File: config.mk
export PLATFORM = sky130hd
export DESIGN_NAME = l1i_fetch
export DESIGN_NICKNAME = d
export VERILOG_FILES = /design/src/common/insn_pkg.sv /design/src/common/mem_pkg.sv /design/src/icache/predecode.sv /design/src/icache/icache_arrays.sv /design/src/rtl/fetch_queue.sv /design/src/rtl/fetch_ctrl.sv /design/src/rtl/l1i_fetch.sv
export VERILOG_INCLUDE_DIRS = /design/src /design/src/common
export SDC_FILE = /design/constraint.sdc
export NUM_CORES = 2
export LEC_CHECK = 0
export ABC_CLOCK_PERIOD_IN_PS = 32900
export BUFFER_PORTS_ARGS = -buffer_cell sky130_fd_sc_hd__buf_2
export CAP_MARGIN = 20
export CORE_ASPECT_RATIO = 0.6
export CORE_MARGIN = 4
export CORE_UTILIZATION = 40
export DETAILED_ROUTE_END_ITERATION = 6
export PLACE_DENSITY = 0.61
export SETUP_SLACK_MARGIN = 0.05
export SLEW_MARGIN = 5
export SYNTH_ARGS = -nofsm -noshare
export SYNTH_HDL_FRONTEND = slang
export SYNTH_HIERARCHICAL = 1
export SYNTH_SLANG_ARGS = --single-unit
File: constraint.sdc
create_clock -name clk -period 32.9 [get_ports clk]
set_clock_uncertainty 0.2 [all_clocks]
set_input_delay 3.29 -clock clk [delete_from_list [all_inputs] [get_ports clk]]
set_output_delay 3.29 -clock clk [all_outputs]
set_load 0.02 [all_outputs]
File: src/common/fetch_defs.svh
`ifndef FETCH_DEFS_SVH
`define FETCH_DEFS_SVH

// fetch address width
`define PC_WIDTH 32

// l1i geometry, 16 sets of 16-byte lines
`define LG_L1I_SETS 4
`define LG_CL_BYTES 4
`define WORDS_PER_CL 4
`define CL_BITS 128

// whatever is left above set index and line offset
`define TAG_BITS (`PC_WIDTH - `LG_L1I_SETS - `LG_CL_BYTES)

// fetch queue depth, 8 entries
`define LG_FQ_ENTRIES 3

`endif

File: src/common/insn_pkg.sv
`include "fetch_defs.svh"

package insn_pkg;

   // i-type layout, used for the link register tests
   typedef struct packed {
      logic [11:0] imm;
      logic [4:0]  rs1;
      logic [2:0]  funct3;
      logic [4:0]  rd;
      logic [6:0]  opcode;
   } i_fmt_t;

   // j-type layout, immediate bits are scattered
   typedef struct packed {
      logic        imm20;
      logic [9:0]  imm10_1;
      logic        imm11;
      logic [7:0]  imm19_12;
      logic [4:0]  rd;
      logic [6:0]  opcode;
   } j_fmt_t;

   typedef union packed {
      i_fmt_t i_fmt;
      j_fmt_t j_fmt;
   } rv_insn_u;

   typedef enum logic [2:0] {
      PD_NONE    = 3'd0,
      PD_COND_BR = 3'd1,
      PD_RET     = 3'd2,
      PD_J       = 3'd3,
      PD_JR      = 3'd4,
      PD_JAL     = 3'd5,
      PD_JALR    = 3'd6
   } pd_class_e;

   typedef struct packed {
      logic [`PC_WIDTH-1:0] pc;
      rv_insn_u             insn;
      logic                 pred_taken;
      logic [`PC_WIDTH-1:0] pred_target;
      pd_class_e            pd;
   } fq_entry_t;

   typedef struct packed {
      logic                 valid;
      logic [`PC_WIDTH-1:0] pc;
   } redirect_t;

endpackage

File: src/common/mem_pkg.sv
`include "fetch_defs.svh"

package mem_pkg;

   // line fill request, addr is line aligned
   typedef struct packed {
      logic                 valid;
      logic [`PC_WIDTH-1:0] addr;
   } mem_req_t;

   // whole line comes back in one beat
   typedef struct packed {
      logic                valid;
      logic [`CL_BITS-1:0] data;
   } mem_rsp_t;

endpackage

File: src/icache/predecode.sv
`timescale 1ns/100ps

module predecode
(
   input  insn_pkg::rv_insn_u  insn,
   output insn_pkg::pd_class_e pd
);
   import insn_pkg::*;

   logic rd_is_link;
   logic rs1_is_link;

   // x1 and x5 both count as link registers
   assign rd_is_link  = (insn.i_fmt.rd == 5'd1) || (insn.i_fmt.rd == 5'd5);
   assign rs1_is_link = (insn.i_fmt.rs1 == 5'd1) || (insn.i_fmt.rs1 == 5'd5);

   always_comb
   begin
      pd = PD_NONE;
      case (insn.i_fmt.opcode)
         7'h63:
         begin
            pd = PD_COND_BR;
         end
         7'h67: // jalr family
         begin
            if (insn.i_fmt.rd == 5'd0)
            begin
               pd = rs1_is_link ? PD_RET : PD_JR;
            end
            else
            begin
               pd = PD_JALR;
            end
         end
         7'h6f:
         begin
            pd = rd_is_link ? PD_JAL : PD_J; // plain j writes x0
         end
         default:
         begin
            pd = PD_NONE;
         end
      endcase
   end

endmodule

File: src/icache/icache_arrays.sv
`timescale 1ns/100ps
`include "fetch_defs.svh"

module icache_arrays
(
   input  logic                      clk,
   input  logic                      reset,
   input  logic [`LG_L1I_SETS-1:0]   lookup_idx,
   input  logic [`TAG_BITS-1:0]      lookup_tag,
   input  logic [1:0]                word_sel,
   input  logic                      sweep_en,
   input  logic [`LG_L1I_SETS-1:0]   sweep_idx,
   input  logic [`PC_WIDTH-1:0]      fill_addr,
   input  mem_pkg::mem_rsp_t         mem_rsp,
   output logic                      hit,
   output insn_pkg::rv_insn_u        word,
   output insn_pkg::pd_class_e       pd
);
   import insn_pkg::*;

   localparam SETS   = 1 << `LG_L1I_SETS;
   localparam IDX_LO = `LG_CL_BYTES;
   localparam TAG_LO = `LG_CL_BYTES + `LG_L1I_SETS;

   logic [SETS-1:0]                 valid_mem;
   logic [`TAG_BITS-1:0]            tag_mem [SETS];
   logic [`CL_BITS-1:0]             line_mem [SETS];
   pd_class_e [`WORDS_PER_CL-1:0]   pd_mem [SETS];

   pd_class_e [`WORDS_PER_CL-1:0]   fill_pd;
   logic [`LG_L1I_SETS-1:0]         fill_idx;

   logic                            r_valid;
   logic [`TAG_BITS-1:0]            r_tag;
   logic [`TAG_BITS-1:0]            r_lookup_tag;
   logic [`CL_BITS-1:0]             r_line;
   pd_class_e [`WORDS_PER_CL-1:0]   r_pd_line;
   logic [1:0]                      r_word_sel;

   assign fill_idx = fill_addr[TAG_LO-1:IDX_LO];

   // classify the incoming line while it is written
   for (genvar i = 0; i < `WORDS_PER_CL; i++)
   begin : g_fill_pd
      predecode u_predecode
      (
         .insn (mem_rsp.data[32*i +: 32]),
         .pd   (fill_pd[i])
      );
   end

   always_ff @(posedge clk)
   begin
      if (mem_rsp.valid)
      begin
         valid_mem[fill_idx] <= 1'b1;
         tag_mem[fill_idx]   <= fill_addr[`PC_WIDTH-1:TAG_LO];
         line_mem[fill_idx]  <= mem_rsp.data;
         pd_mem[fill_idx]    <= fill_pd;
      end
      else if (sweep_en)
      begin
         valid_mem[sweep_idx] <= 1'b0; // one set per cycle
      end
   end

   // registered read port
   always_ff @(posedge clk)
   begin
      if (reset)
      begin
         r_valid <= 1'b0;
      end
      else
      begin
         r_valid <= valid_mem[lookup_idx];
      end
   end

   always_ff @(posedge clk)
   begin
      r_tag        <= tag_mem[lookup_idx];
      r_line       <= line_mem[lookup_idx];
      r_pd_line    <= pd_mem[lookup_idx];
      r_lookup_tag <= lookup_tag;
      r_word_sel   <= word_sel;
   end

   assign hit  = r_valid && (r_tag == r_lookup_tag);
   assign word = r_line[32*r_word_sel +: 32];
   assign pd   = r_pd_line[r_word_sel];

endmodule

File: src/rtl/fetch_queue.sv
`timescale 1ns/100ps
`include "fetch_defs.svh"

module fetch_queue
(
   input  logic                clk,
   input  logic                reset,
   input  logic                clear,
   input  logic                push,
   input  insn_pkg::fq_entry_t push_entry,
   input  logic                pop,
   output insn_pkg::fq_entry_t head,
   output logic                empty,
   output logic                full
);
   import insn_pkg::*;

   localparam ENTRIES = 1 << `LG_FQ_ENTRIES;

   fq_entry_t mem [ENTRIES];

   // extra msb tells full from empty
   logic [`LG_FQ_ENTRIES:0] r_head_ptr;
   logic [`LG_FQ_ENTRIES:0] r_tail_ptr;

   assign empty = (r_head_ptr == r_tail_ptr);
   assign full  = (r_head_ptr[`LG_FQ_ENTRIES] != r_tail_ptr[`LG_FQ_ENTRIES]) &&
                  (r_head_ptr[`LG_FQ_ENTRIES-1:0] == r_tail_ptr[`LG_FQ_ENTRIES-1:0]);

   assign head = mem[r_head_ptr[`LG_FQ_ENTRIES-1:0]];

   always_ff @(posedge clk)
   begin
      if (push)
      begin
         mem[r_tail_ptr[`LG_FQ_ENTRIES-1:0]] <= push_entry;
      end
   end

   always_ff @(posedge clk)
   begin
      if (reset || clear)
      begin
         // clear wins over a push or pop in the same cycle
         r_head_ptr <= '0;
         r_tail_ptr <= '0;
      end
      else
      begin
         if (push)
         begin
            r_tail_ptr <= r_tail_ptr + 1'b1;
         end
         if (pop)
         begin
            r_head_ptr <= r_head_ptr + 1'b1;
         end
      end
   end

endmodule

File: src/rtl/fetch_ctrl.sv
`timescale 1ns/100ps
`include "fetch_defs.svh"

module fetch_ctrl
(
   input  logic                      clk,
   input  logic                      reset,
   input  insn_pkg::redirect_t       restart,
   output logic                      restart_ack,
   input  logic                      flush_req,
   output logic                      flush_complete,
   output mem_pkg::mem_req_t         mem_req,
   input  logic                      mem_rsp_valid,
   input  logic                      hit,
   input  insn_pkg::rv_insn_u        word,
   input  insn_pkg::pd_class_e       pd,
   input  logic                      fq_full,
   output logic [`LG_L1I_SETS-1:0]   lookup_idx,
   output logic [`TAG_BITS-1:0]      lookup_tag,
   output logic [1:0]                word_sel,
   output logic                      sweep_en,
   output logic [`LG_L1I_SETS-1:0]   sweep_idx,
   output logic [`PC_WIDTH-1:0]      fill_addr,
   output logic                      push,
   output insn_pkg::fq_entry_t       push_entry,
   output logic                      fq_clear
);
   import insn_pkg::*;
   import mem_pkg::*;

   localparam IDX_LO = `LG_CL_BYTES;
   localparam TAG_LO = `LG_CL_BYTES + `LG_L1I_SETS;

   typedef enum logic [2:0] {
      S_FLUSH,
      S_IDLE,
      S_ACTIVE,
      S_RELOAD_WAIT,
      S_RELOAD_TURN,
      S_WAIT_NOT_FULL
   } state_t;

   state_t                   r_state, n_state;
   logic [`PC_WIDTH-1:0]     r_pc, n_pc;
   logic [`PC_WIDTH-1:0]     r_cache_pc, n_cache_pc; // pc of the lookup in flight
   logic [`PC_WIDTH-1:0]     r_miss_pc, n_miss_pc;
   logic [`PC_WIDTH-1:0]     r_restart_pc, t_restart_pc;
   logic [`PC_WIDTH-1:0]     t_lookup_pc;
   logic [`PC_WIDTH-1:0]     t_jal_simm;
   logic                     r_req, n_req;
   logic                     r_bubble, n_bubble;
   logic                     r_restart_req, n_restart_req;
   logic                     r_flush_req, n_flush_req;
   logic                     r_restart_ack, n_restart_ack;
   logic                     r_flush_complete, n_flush_complete;
   logic [`LG_L1I_SETS-1:0]  r_sweep_idx, n_sweep_idx;
   mem_req_t                 r_mem_req, n_mem_req;
   logic                     t_hit;
   logic                     t_miss;
   logic                     t_is_jump;
   logic                     t_can_redirect;

   assign t_hit     = r_req && hit;
   assign t_miss    = r_req && !hit;
   assign t_is_jump = (pd == PD_JAL) || (pd == PD_J);

   // jal offset from the scattered j-type fields
   assign t_jal_simm = {{(`PC_WIDTH-20){word.j_fmt.imm20}}, word.j_fmt.imm19_12,
                        word.j_fmt.imm11, word.j_fmt.imm10_1, 1'b0};

   assign t_restart_pc = restart.valid ? restart.pc : r_restart_pc;

   always_comb
   begin
      push_entry.pc          = r_cache_pc;
      push_entry.insn        = word;
      push_entry.pred_taken  = t_is_jump;
      push_entry.pred_target = t_is_jump ? r_cache_pc + t_jal_simm : r_cache_pc + 'd4;
      push_entry.pd          = pd;
   end

   always_comb
   begin
      n_state          = r_state;
      n_pc             = r_pc;
      n_cache_pc       = r_cache_pc;
      n_miss_pc        = r_miss_pc;
      n_req            = 1'b0;
      n_bubble         = 1'b0;
      n_restart_req    = r_restart_req | restart.valid;
      n_flush_req      = r_flush_req | flush_req;
      n_restart_ack    = 1'b0;
      n_flush_complete = 1'b0;
      n_sweep_idx      = r_sweep_idx;
      n_mem_req        = '{valid: 1'b0, addr: r_mem_req.addr};
      t_lookup_pc      = '0;
      sweep_en         = 1'b0;
      push             = 1'b0;
      fq_clear         = 1'b0;
      t_can_redirect   = 1'b0;

      case (r_state)
         S_FLUSH:
         begin
            sweep_en    = 1'b1;
            n_sweep_idx = r_sweep_idx + 1'b1;
            if (&r_sweep_idx)
            begin
               n_flush_complete = 1'b1;
               n_state          = S_IDLE;
            end
         end
         S_IDLE:
         begin
            t_can_redirect = 1'b1;
         end
         S_ACTIVE:
         begin
            t_can_redirect = 1'b1;
            t_lookup_pc    = r_pc; // next sequential lookup
            n_cache_pc     = r_pc;
            n_req          = 1'b1;
            n_pc           = r_pc + 'd4;
            if (r_bubble)
            begin
               // drop the lookup behind a taken jump
            end
            else if (t_miss)
            begin
               n_mem_req.valid = 1'b1;
               n_mem_req.addr  = {r_cache_pc[`PC_WIDTH-1:IDX_LO], {IDX_LO{1'b0}}};
               n_miss_pc       = r_cache_pc;
               n_pc            = r_pc;
               n_req           = 1'b0;
               n_state         = S_RELOAD_WAIT;
            end
            else if (t_hit && !fq_full)
            begin
               push = 1'b1;
               if (t_is_jump)
               begin
                  n_pc     = push_entry.pred_target;
                  n_bubble = 1'b1;
               end
            end
            else if (t_hit)
            begin
               n_miss_pc = r_cache_pc; // stalled pc is looked up again later
               n_pc      = r_pc;
               n_req     = 1'b0;
               n_state   = S_WAIT_NOT_FULL;
            end
         end
         S_RELOAD_WAIT:
         begin
            if (mem_rsp_valid)
            begin
               n_state = S_RELOAD_TURN;
            end
         end
         S_RELOAD_TURN, S_WAIT_NOT_FULL:
         begin
            t_can_redirect = 1'b1;
            t_lookup_pc    = r_miss_pc;
            if (!fq_full)
            begin
               n_cache_pc = r_miss_pc;
               n_req      = 1'b1;
               n_state    = S_ACTIVE;
            end
         end
         default:
         begin
            n_state = S_IDLE;
         end
      endcase

      // a pending flush goes before a restart and both drop this cycle's fetch
      if (t_can_redirect && n_flush_req)
      begin
         n_flush_req     = 1'b0;
         fq_clear        = 1'b1;
         push            = 1'b0;
         n_req           = 1'b0;
         n_bubble        = 1'b0;
         n_mem_req.valid = 1'b0;
         n_sweep_idx     = '0;
         n_state         = S_FLUSH;
      end
      else if (t_can_redirect && n_restart_req)
      begin
         n_restart_req   = 1'b0;
         n_restart_ack   = 1'b1;
         fq_clear        = 1'b1;
         push            = 1'b0;
         n_req           = 1'b0;
         n_bubble        = 1'b0;
         n_mem_req.valid = 1'b0;
         n_pc            = t_restart_pc;
         n_state         = S_ACTIVE;
      end
   end

   always_ff @(posedge clk)
   begin
      if (reset)
      begin
         r_state          <= S_FLUSH; // invalidate every set first
         r_req            <= 1'b0;
         r_bubble         <= 1'b0;
         r_restart_req    <= 1'b0;
         r_flush_req      <= 1'b0;
         r_restart_ack    <= 1'b0;
         r_flush_complete <= 1'b0;
         r_sweep_idx      <= '0;
         r_mem_req        <= '0;
      end
      else
      begin
         r_state          <= n_state;
         r_req            <= n_req;
         r_bubble         <= n_bubble;
         r_restart_req    <= n_restart_req;
         r_flush_req      <= n_flush_req;
         r_restart_ack    <= n_restart_ack;
         r_flush_complete <= n_flush_complete;
         r_sweep_idx      <= n_sweep_idx;
         r_mem_req        <= n_mem_req;
      end
   end

   always_ff @(posedge clk)
   begin
      r_pc         <= n_pc;
      r_cache_pc   <= n_cache_pc;
      r_miss_pc    <= n_miss_pc;
      r_restart_pc <= t_restart_pc;
   end

   assign lookup_idx     = t_lookup_pc[TAG_LO-1:IDX_LO];
   assign lookup_tag     = t_lookup_pc[`PC_WIDTH-1:TAG_LO];
   assign word_sel       = t_lookup_pc[IDX_LO-1:2];
   assign sweep_idx      = r_sweep_idx;
   assign fill_addr      = r_mem_req.addr; // held until the response arrives
   assign mem_req        = r_mem_req;
   assign restart_ack    = r_restart_ack;
   assign flush_complete = r_flush_complete;

endmodule

File: src/rtl/l1i_fetch.sv
`timescale 1ns/100ps
`include "fetch_defs.svh"

module l1i_fetch
(
   input  logic                clk,
   input  logic                reset,
   input  insn_pkg::redirect_t restart,
   output logic                restart_ack,
   input  logic                flush_req,
   output logic                flush_complete,
   output mem_pkg::mem_req_t   mem_req,
   input  mem_pkg::mem_rsp_t   mem_rsp,
   output insn_pkg::fq_entry_t insn,
   output logic                insn_valid,
   input  logic                insn_ack
);
   import insn_pkg::*;

   logic [`LG_L1I_SETS-1:0] lookup_idx;
   logic [`TAG_BITS-1:0]    lookup_tag;
   logic [1:0]              word_sel;
   logic                    sweep_en;
   logic [`LG_L1I_SETS-1:0] sweep_idx;
   logic [`PC_WIDTH-1:0]    fill_addr;
   logic                    hit;
   rv_insn_u                word;
   pd_class_e               pd;
   logic                    push;
   fq_entry_t               push_entry;
   logic                    fq_clear;
   logic                    fq_full;
   logic                    fq_empty;

   fetch_ctrl u_fetch_ctrl
   (
      .clk            (clk),
      .reset          (reset),
      .restart        (restart),
      .restart_ack    (restart_ack),
      .flush_req      (flush_req),
      .flush_complete (flush_complete),
      .mem_req        (mem_req),
      .mem_rsp_valid  (mem_rsp.valid),
      .hit            (hit),
      .word           (word),
      .pd             (pd),
      .fq_full        (fq_full),
      .lookup_idx     (lookup_idx),
      .lookup_tag     (lookup_tag),
      .word_sel       (word_sel),
      .sweep_en       (sweep_en),
      .sweep_idx      (sweep_idx),
      .fill_addr      (fill_addr),
      .push           (push),
      .push_entry     (push_entry),
      .fq_clear       (fq_clear)
   );

   icache_arrays u_icache_arrays
   (
      .clk        (clk),
      .reset      (reset),
      .lookup_idx (lookup_idx),
      .lookup_tag (lookup_tag),
      .word_sel   (word_sel),
      .sweep_en   (sweep_en),
      .sweep_idx  (sweep_idx),
      .fill_addr  (fill_addr),
      .mem_rsp    (mem_rsp),
      .hit        (hit),
      .word       (word),
      .pd         (pd)
   );

   fetch_queue u_fetch_queue
   (
      .clk        (clk),
      .reset      (reset),
      .clear      (fq_clear),
      .push       (push),
      .push_entry (push_entry),
      .pop        (insn_ack),
      .head       (insn),
      .empty      (fq_empty),
      .full       (fq_full)
   );

   assign insn_valid = !fq_empty;

endmodule

# After elaboration in Yosys (flattened, before gate mapping)
# Memories as Yosys holds them, arrays and structs flattened. A register that Yosys moved wholly into a read port is not among the register bits.
# Cells that the tools add are included.
# op_classes
n_addsub	6
n_mul	0
div	0
magnitude_cmp	6
n_eq_ne	53
n_shift	1
muxes	78
bitwise_logic	10
n_reduce_logical	43
# ops
op	n
two-way mux 32 bit	14
one-hot mux 32 bit (2 select lines)	2
indexed part select 128 x 8 -> 32 bit	1
equality test 7 bit, second input constant	12
two-way mux 3 bit	22
adder 32 x 3 -> 32 bit, second input constant	2
equality test 5 x 1 -> 1 bit, second input constant	8
equality test 5 x 3 -> 1 bit, second input constant	8
one-hot mux 3 bit (3 select lines)	4
two-way mux 33 bit	1
adder 32 bit	1
two-way mux 16 bit	2
two-way mux 1 bit	26
equality test 24 bit	1
logical NOT 5 bit	4
bitwise AND 16 bit	1
inverter 16 bit	1
OR 16 bit	1
< comparator 4 x 5 -> 1 bit, second input constant	3
one-hot mux 3 bit (5 select lines)	1
AND reduction 7 bit	2
adder 4 x 1 -> 4 bit, second input constant	3
logical OR 1 bit	10
equality test 3 x 2 -> 1 bit, second input constant	3
other kinds (33)	64
# word_totals
register_bits	221
latchBits	0
ram_bits	3424
romBits	0
input_bits	166
out_inout_bits	136
elab_cells	222
n_memories	4
# memory_table
name	words	width	rd	rd_clocked_by_memory_dff	wr	line	rtl
u_icache_arrays.line_mem	16	128	1	1	1	icache_arrays.sv:27	logic [`CL_BITS-1:0] line_mem [SETS];
u_fetch_queue.mem	8	100	1	1	1	fetch_queue.sv:20	fq_entry_t mem [ENTRIES];
u_icache_arrays.tag_mem	16	24	1	1	1	icache_arrays.sv:26	logic [`TAG_BITS-1:0] tag_mem [SETS];
u_icache_arrays.pd_mem	16	12	1	1	1	icache_arrays.sv:28	pd_class_e [`WORDS_PER_CL-1:0] pd_mem [SETS];

# Depth between registers and ports, before layout
# logic_depth
ltp_word	12
depth_mapped	16

# By module
# Netlist, hierarchy kept.
# modules_own_cells
mod	instances	cells_each	area_per_inst_um2	seq_area_each_um2
icache_arrays	1	4368	103576.8	83099.7
fetch_queue	1	1212	30605.6	24243.3
fetch_ctrl	1	1336	10849.2	4043.9
predecode	4	14	91.3	0.0
l1i_fetch	1	1	3.8	0.0

# Worst setup path before layout
# No wires, ideal clock.
# synth_path
path_kind	input port to flip-flop
start	input mem_rsp[128] in the netlist's numbering
end	register u_icache_arrays.valid_mem[12] (data pin)
setup_time_ns	0.184
t_arrival_ns	16.065
t_required_ns	32.516
setup_slack_ns	16.451
cell_stages	4
path_buffers	1
path_cell_list	clkbuf_1 > nand3_1 > nor3_1 > o32a_1
# synth_via
elab_chain_cells	1
# synth_rtl
item	line	rtl
from (decl)	l1i_fetch.sv:13	input mem_pkg::mem_rsp_t mem_rsp,
two-way mux 16 bit	icache_arrays.sv:54	if (mem_rsp.valid)
to (signal, indexed assignment)	icache_arrays.sv:56	valid_mem[fill_idx] <= 1'b1;
to (signal, indexed assignment)	icache_arrays.sv:63	valid_mem[sweep_idx] <= 1'b0;
to (decl)	icache_arrays.sv:25	logic [SETS-1:0] valid_mem;
# Every way passes these cells.
# A chain may end at the register's enable or synchronous reset.

==> summary.md <==
| Metric | Value |
|---|---|
| Power density over the cells | 75.64 mW/mm2 |
| Post-cts resize count | 0 |
| Die H | 475.0 um |
| Instance count of the mapped netlist | 6969 |
| Detailed-route vias per instance | 5.823 |
| Final number of hold-violating endpoints | 0 |
| Slew at the pin with the worst max-slew slack | 1274 ps |
| Summed negative setup slack over all endpoints | 0 ps |
| Area added between synthesis and finish | 12.90% |
| Reported leakage power | 51.50 nW |
| Number of port buffers | 297 |
| Clock network power share | 0.336 |
| Total standard cell area after synthesis | 0.1454 mm2 |
| Placement Rows | 171 |
| Initial cell density of the core | 0.4018 |
| Reg clk slew, reported paths | 60 ps |
| Global-route wire length before repair | 546.5 mm |
| CTS Root Cell | clkbuf_16 |
| Fin crit share | 0.2620 |
| Full die area | 0.3735 mm2 |
| Kind of path behind the tightest hold check | flop to flop |
| Vias | 73099 |
| Iter 0 DRT Violations | 8718 |
| Stage delay of the slowest cell on the critical path | 850 ps |
| Final setup violation count | 0 |
| Switching power | 3.558 mW |
| Critical path cell sequence | buf_4, buf_12, buf_4, mux4_2, mux2_2, buf_2 |
| Remaining routing DRC violations | 1 |
| Mean Syn Cell Area | 20.86 um2 |
| Proportion of power drawn by flip-flops and latches | 0.472 |
| Number of fill cells in the layout | 29898 |
| Commonest non-fill, non-tap cells in the layout | 3504 x edfxtp_1, 893 x mux4_2, 459 x nand2_1, 353 x clkbuf_16, 303 x dfxtp_1 |
| Antenna violations before repair | 114 |
| Hold buffer count at CTS | 0 |
| Placed Cells incl. Taps | 11837 |
| Detailed Route WL | 388.0 mm |
| Violated checks | design-rule violations |
| RSZ-0062 raised after global routing | no |
| I/O Pins | 302 |
| GRT Util Overall | 0.2045 |
| Number of nets in the layout | 7549 |
| IR drop worst, VDD | 0.00004876 V |
| Routed Antenna Nets | 0 |
| Clock Tree Buf Depth | 4 |
| Minimum clock period | 8620 ps |
| Die span in x | 786.3 um |
| Non-Filler Instances | 12554 |
| Final Max Tran Viols | 0 |
| Post-CTS setup buffer count | 0 |
| Crit path top cell by count | buf_4 |
| Routed wirelength normalized by instance count | 30.91 um |
| Final estimated routing congestion in global placement | 0.9569 |
| Clock tree from TritonCTS | yes |
| Internal Dissipation | 8.857 mW |
| Number of H-tree branching levels | 5 |
| First-pass iteration count of the detailed router | 7 |
| Worst-case headroom to the max-slew limit | 0.1504 |
| Number of buffers inserted during clock tree synthesis | 345 |
| Clock latency at the later pin of the worst-skew pair | 920 ps |
| Area of the core | 0.3618 mm2 |
| Vias in the first global route | 71088 |
| Critical path data required time | 29410 ps |
| Total number of yosys warnings | 6 |
| Pin count of the biggest net entering global routing | 144 |
| Outcome | complete, but fails checks |
| Type of the setup path with the least slack | flop to primary output |
| Sort of element at the start of the critical path | flop |
| Comb pwr share | 0.193 |
| Overflow left after global routing | 0 |
| Cell with the largest stage delay on the worst path | buf_4 |
| Fmax achieved | 0.1160 GHz |
| Maximum fanout along the worst path | 93 |
| Proportion of layout cells with a drive suffix above 1 | 0.2725 |
| Number of max-cap violations | 0 |
| HPWL after DPL | 228.2 mm |
| Switching share of power | 0.2866 |
| Category of the worst setup path capture point | primary output |
| TritonCTS sink count | 3812 |
| Most frequent standard cell in the layout excluding fill and tap cells | edfxtp_1 |
| Arrival time of data at the critical path endpoint | 5130 ps |
-- per-stage QoR --
step                total power [mW]  hold slack, ps  utilization  instance area (um2)  setup slack, ps
global route                   12.86           286.3       0.4531               163900            23780
global placement               8.266           235.4       0.4206               152200            24990
finish                         12.41           253.2       0.4536               164100            24280
floorplan                      7.344           226.4            -               145400            16450
detailed placement             8.301           243.6       0.4206               152200            24850
CTS                            12.46           258.9       0.4529               163900            24080
-- power by group through the flow --
| stage | Combinational (mW) | Clock [mW] | Sequential, mW |
|---|---|---|---|
| 2_1_floorplan | 1.58 | 0 | 5.76 |
| 3_3_place_gp | 2.33 | 0 | 5.94 |
| 3_5_place_dp | 2.36 | 0 | 5.94 |
| 4_1_cts | 2.37 | 4.25 | 5.84 |
| 5_1_grt | 2.53 | 4.47 | 5.86 |
| 6_report | 2.39 | 4.17 | 5.85 |
-- path summary, 6_finish.rpt --
check | from | to | slack, ps | depth (start not counted)
setup reg to reg | u_fetch_ctrl/r_state[0]$_SDFFE_PP0P_ | u_icache_arrays/r_line[45]$_DFF_P_ | 26640 | 11
hold reg to reg | u_fetch_ctrl/r_miss_pc[23]$_DFFE_PP_ | u_icache_arrays/r_lookup_tag[15]$_DFF_P_ | 250 | 2
hold / removal | u_fetch_ctrl/r_miss_pc[23]$_DFFE_PP_ | u_icache_arrays/r_lookup_tag[15]$_DFF_P_ | 250 | 2
setup / recovery | flop | insn[46] | 24280 | 6
-- layout make-up --
type	instances	area, um2	share of cell area
sequential	3812	111400	0.6788
multi-input combinational	2712	31790	0.1937
clock buffer	451	9502	0.05789
tap	4844	6061	0.03693
timing repair buffer	455	2909	0.01772
clock inverter	179	2185	0.01331
antenna	80	200.2	0.001220
inverter	21	78.83	0.0004803
-- per-layer routing --
metal,track usage,share of wire,vias up
met2,0.2886,0.43,3561
met1,0.3157,0.44,39339
met4,0.04199,0.021,34
li1,-,-,29577
met5,0,0.00059,-
met3,0.05805,0.11,588
-- state kept, by name (all words and copies together) (netlist names), 28 cells and up, named ones only --
signal and flops:
u_fetch_queue/mem 800, u_icache_arrays/r_line 128, u_fetch_ctrl/r_miss_pc 32, u_fetch_ctrl/r_cache_pc 32, u_fetch_ctrl/r_restart_pc 32, u_icache_arrays/line_mem 2048, u_fetch_ctrl/r_pc 32, u_fetch_ctrl/fill_addr 28
u_icache_arrays/pd_mem 192, u_icache_arrays/tag_mem 384
-- worst max-delay path: cells and delay by family, from the launching register on --
kind | cells | cell delay (ps)
buffers and inverters | 4 | 2330
flip-flops | 1 | 630
multiplexers | 2 | 940
Note: power is estimated with default switching activity, not from simulation.
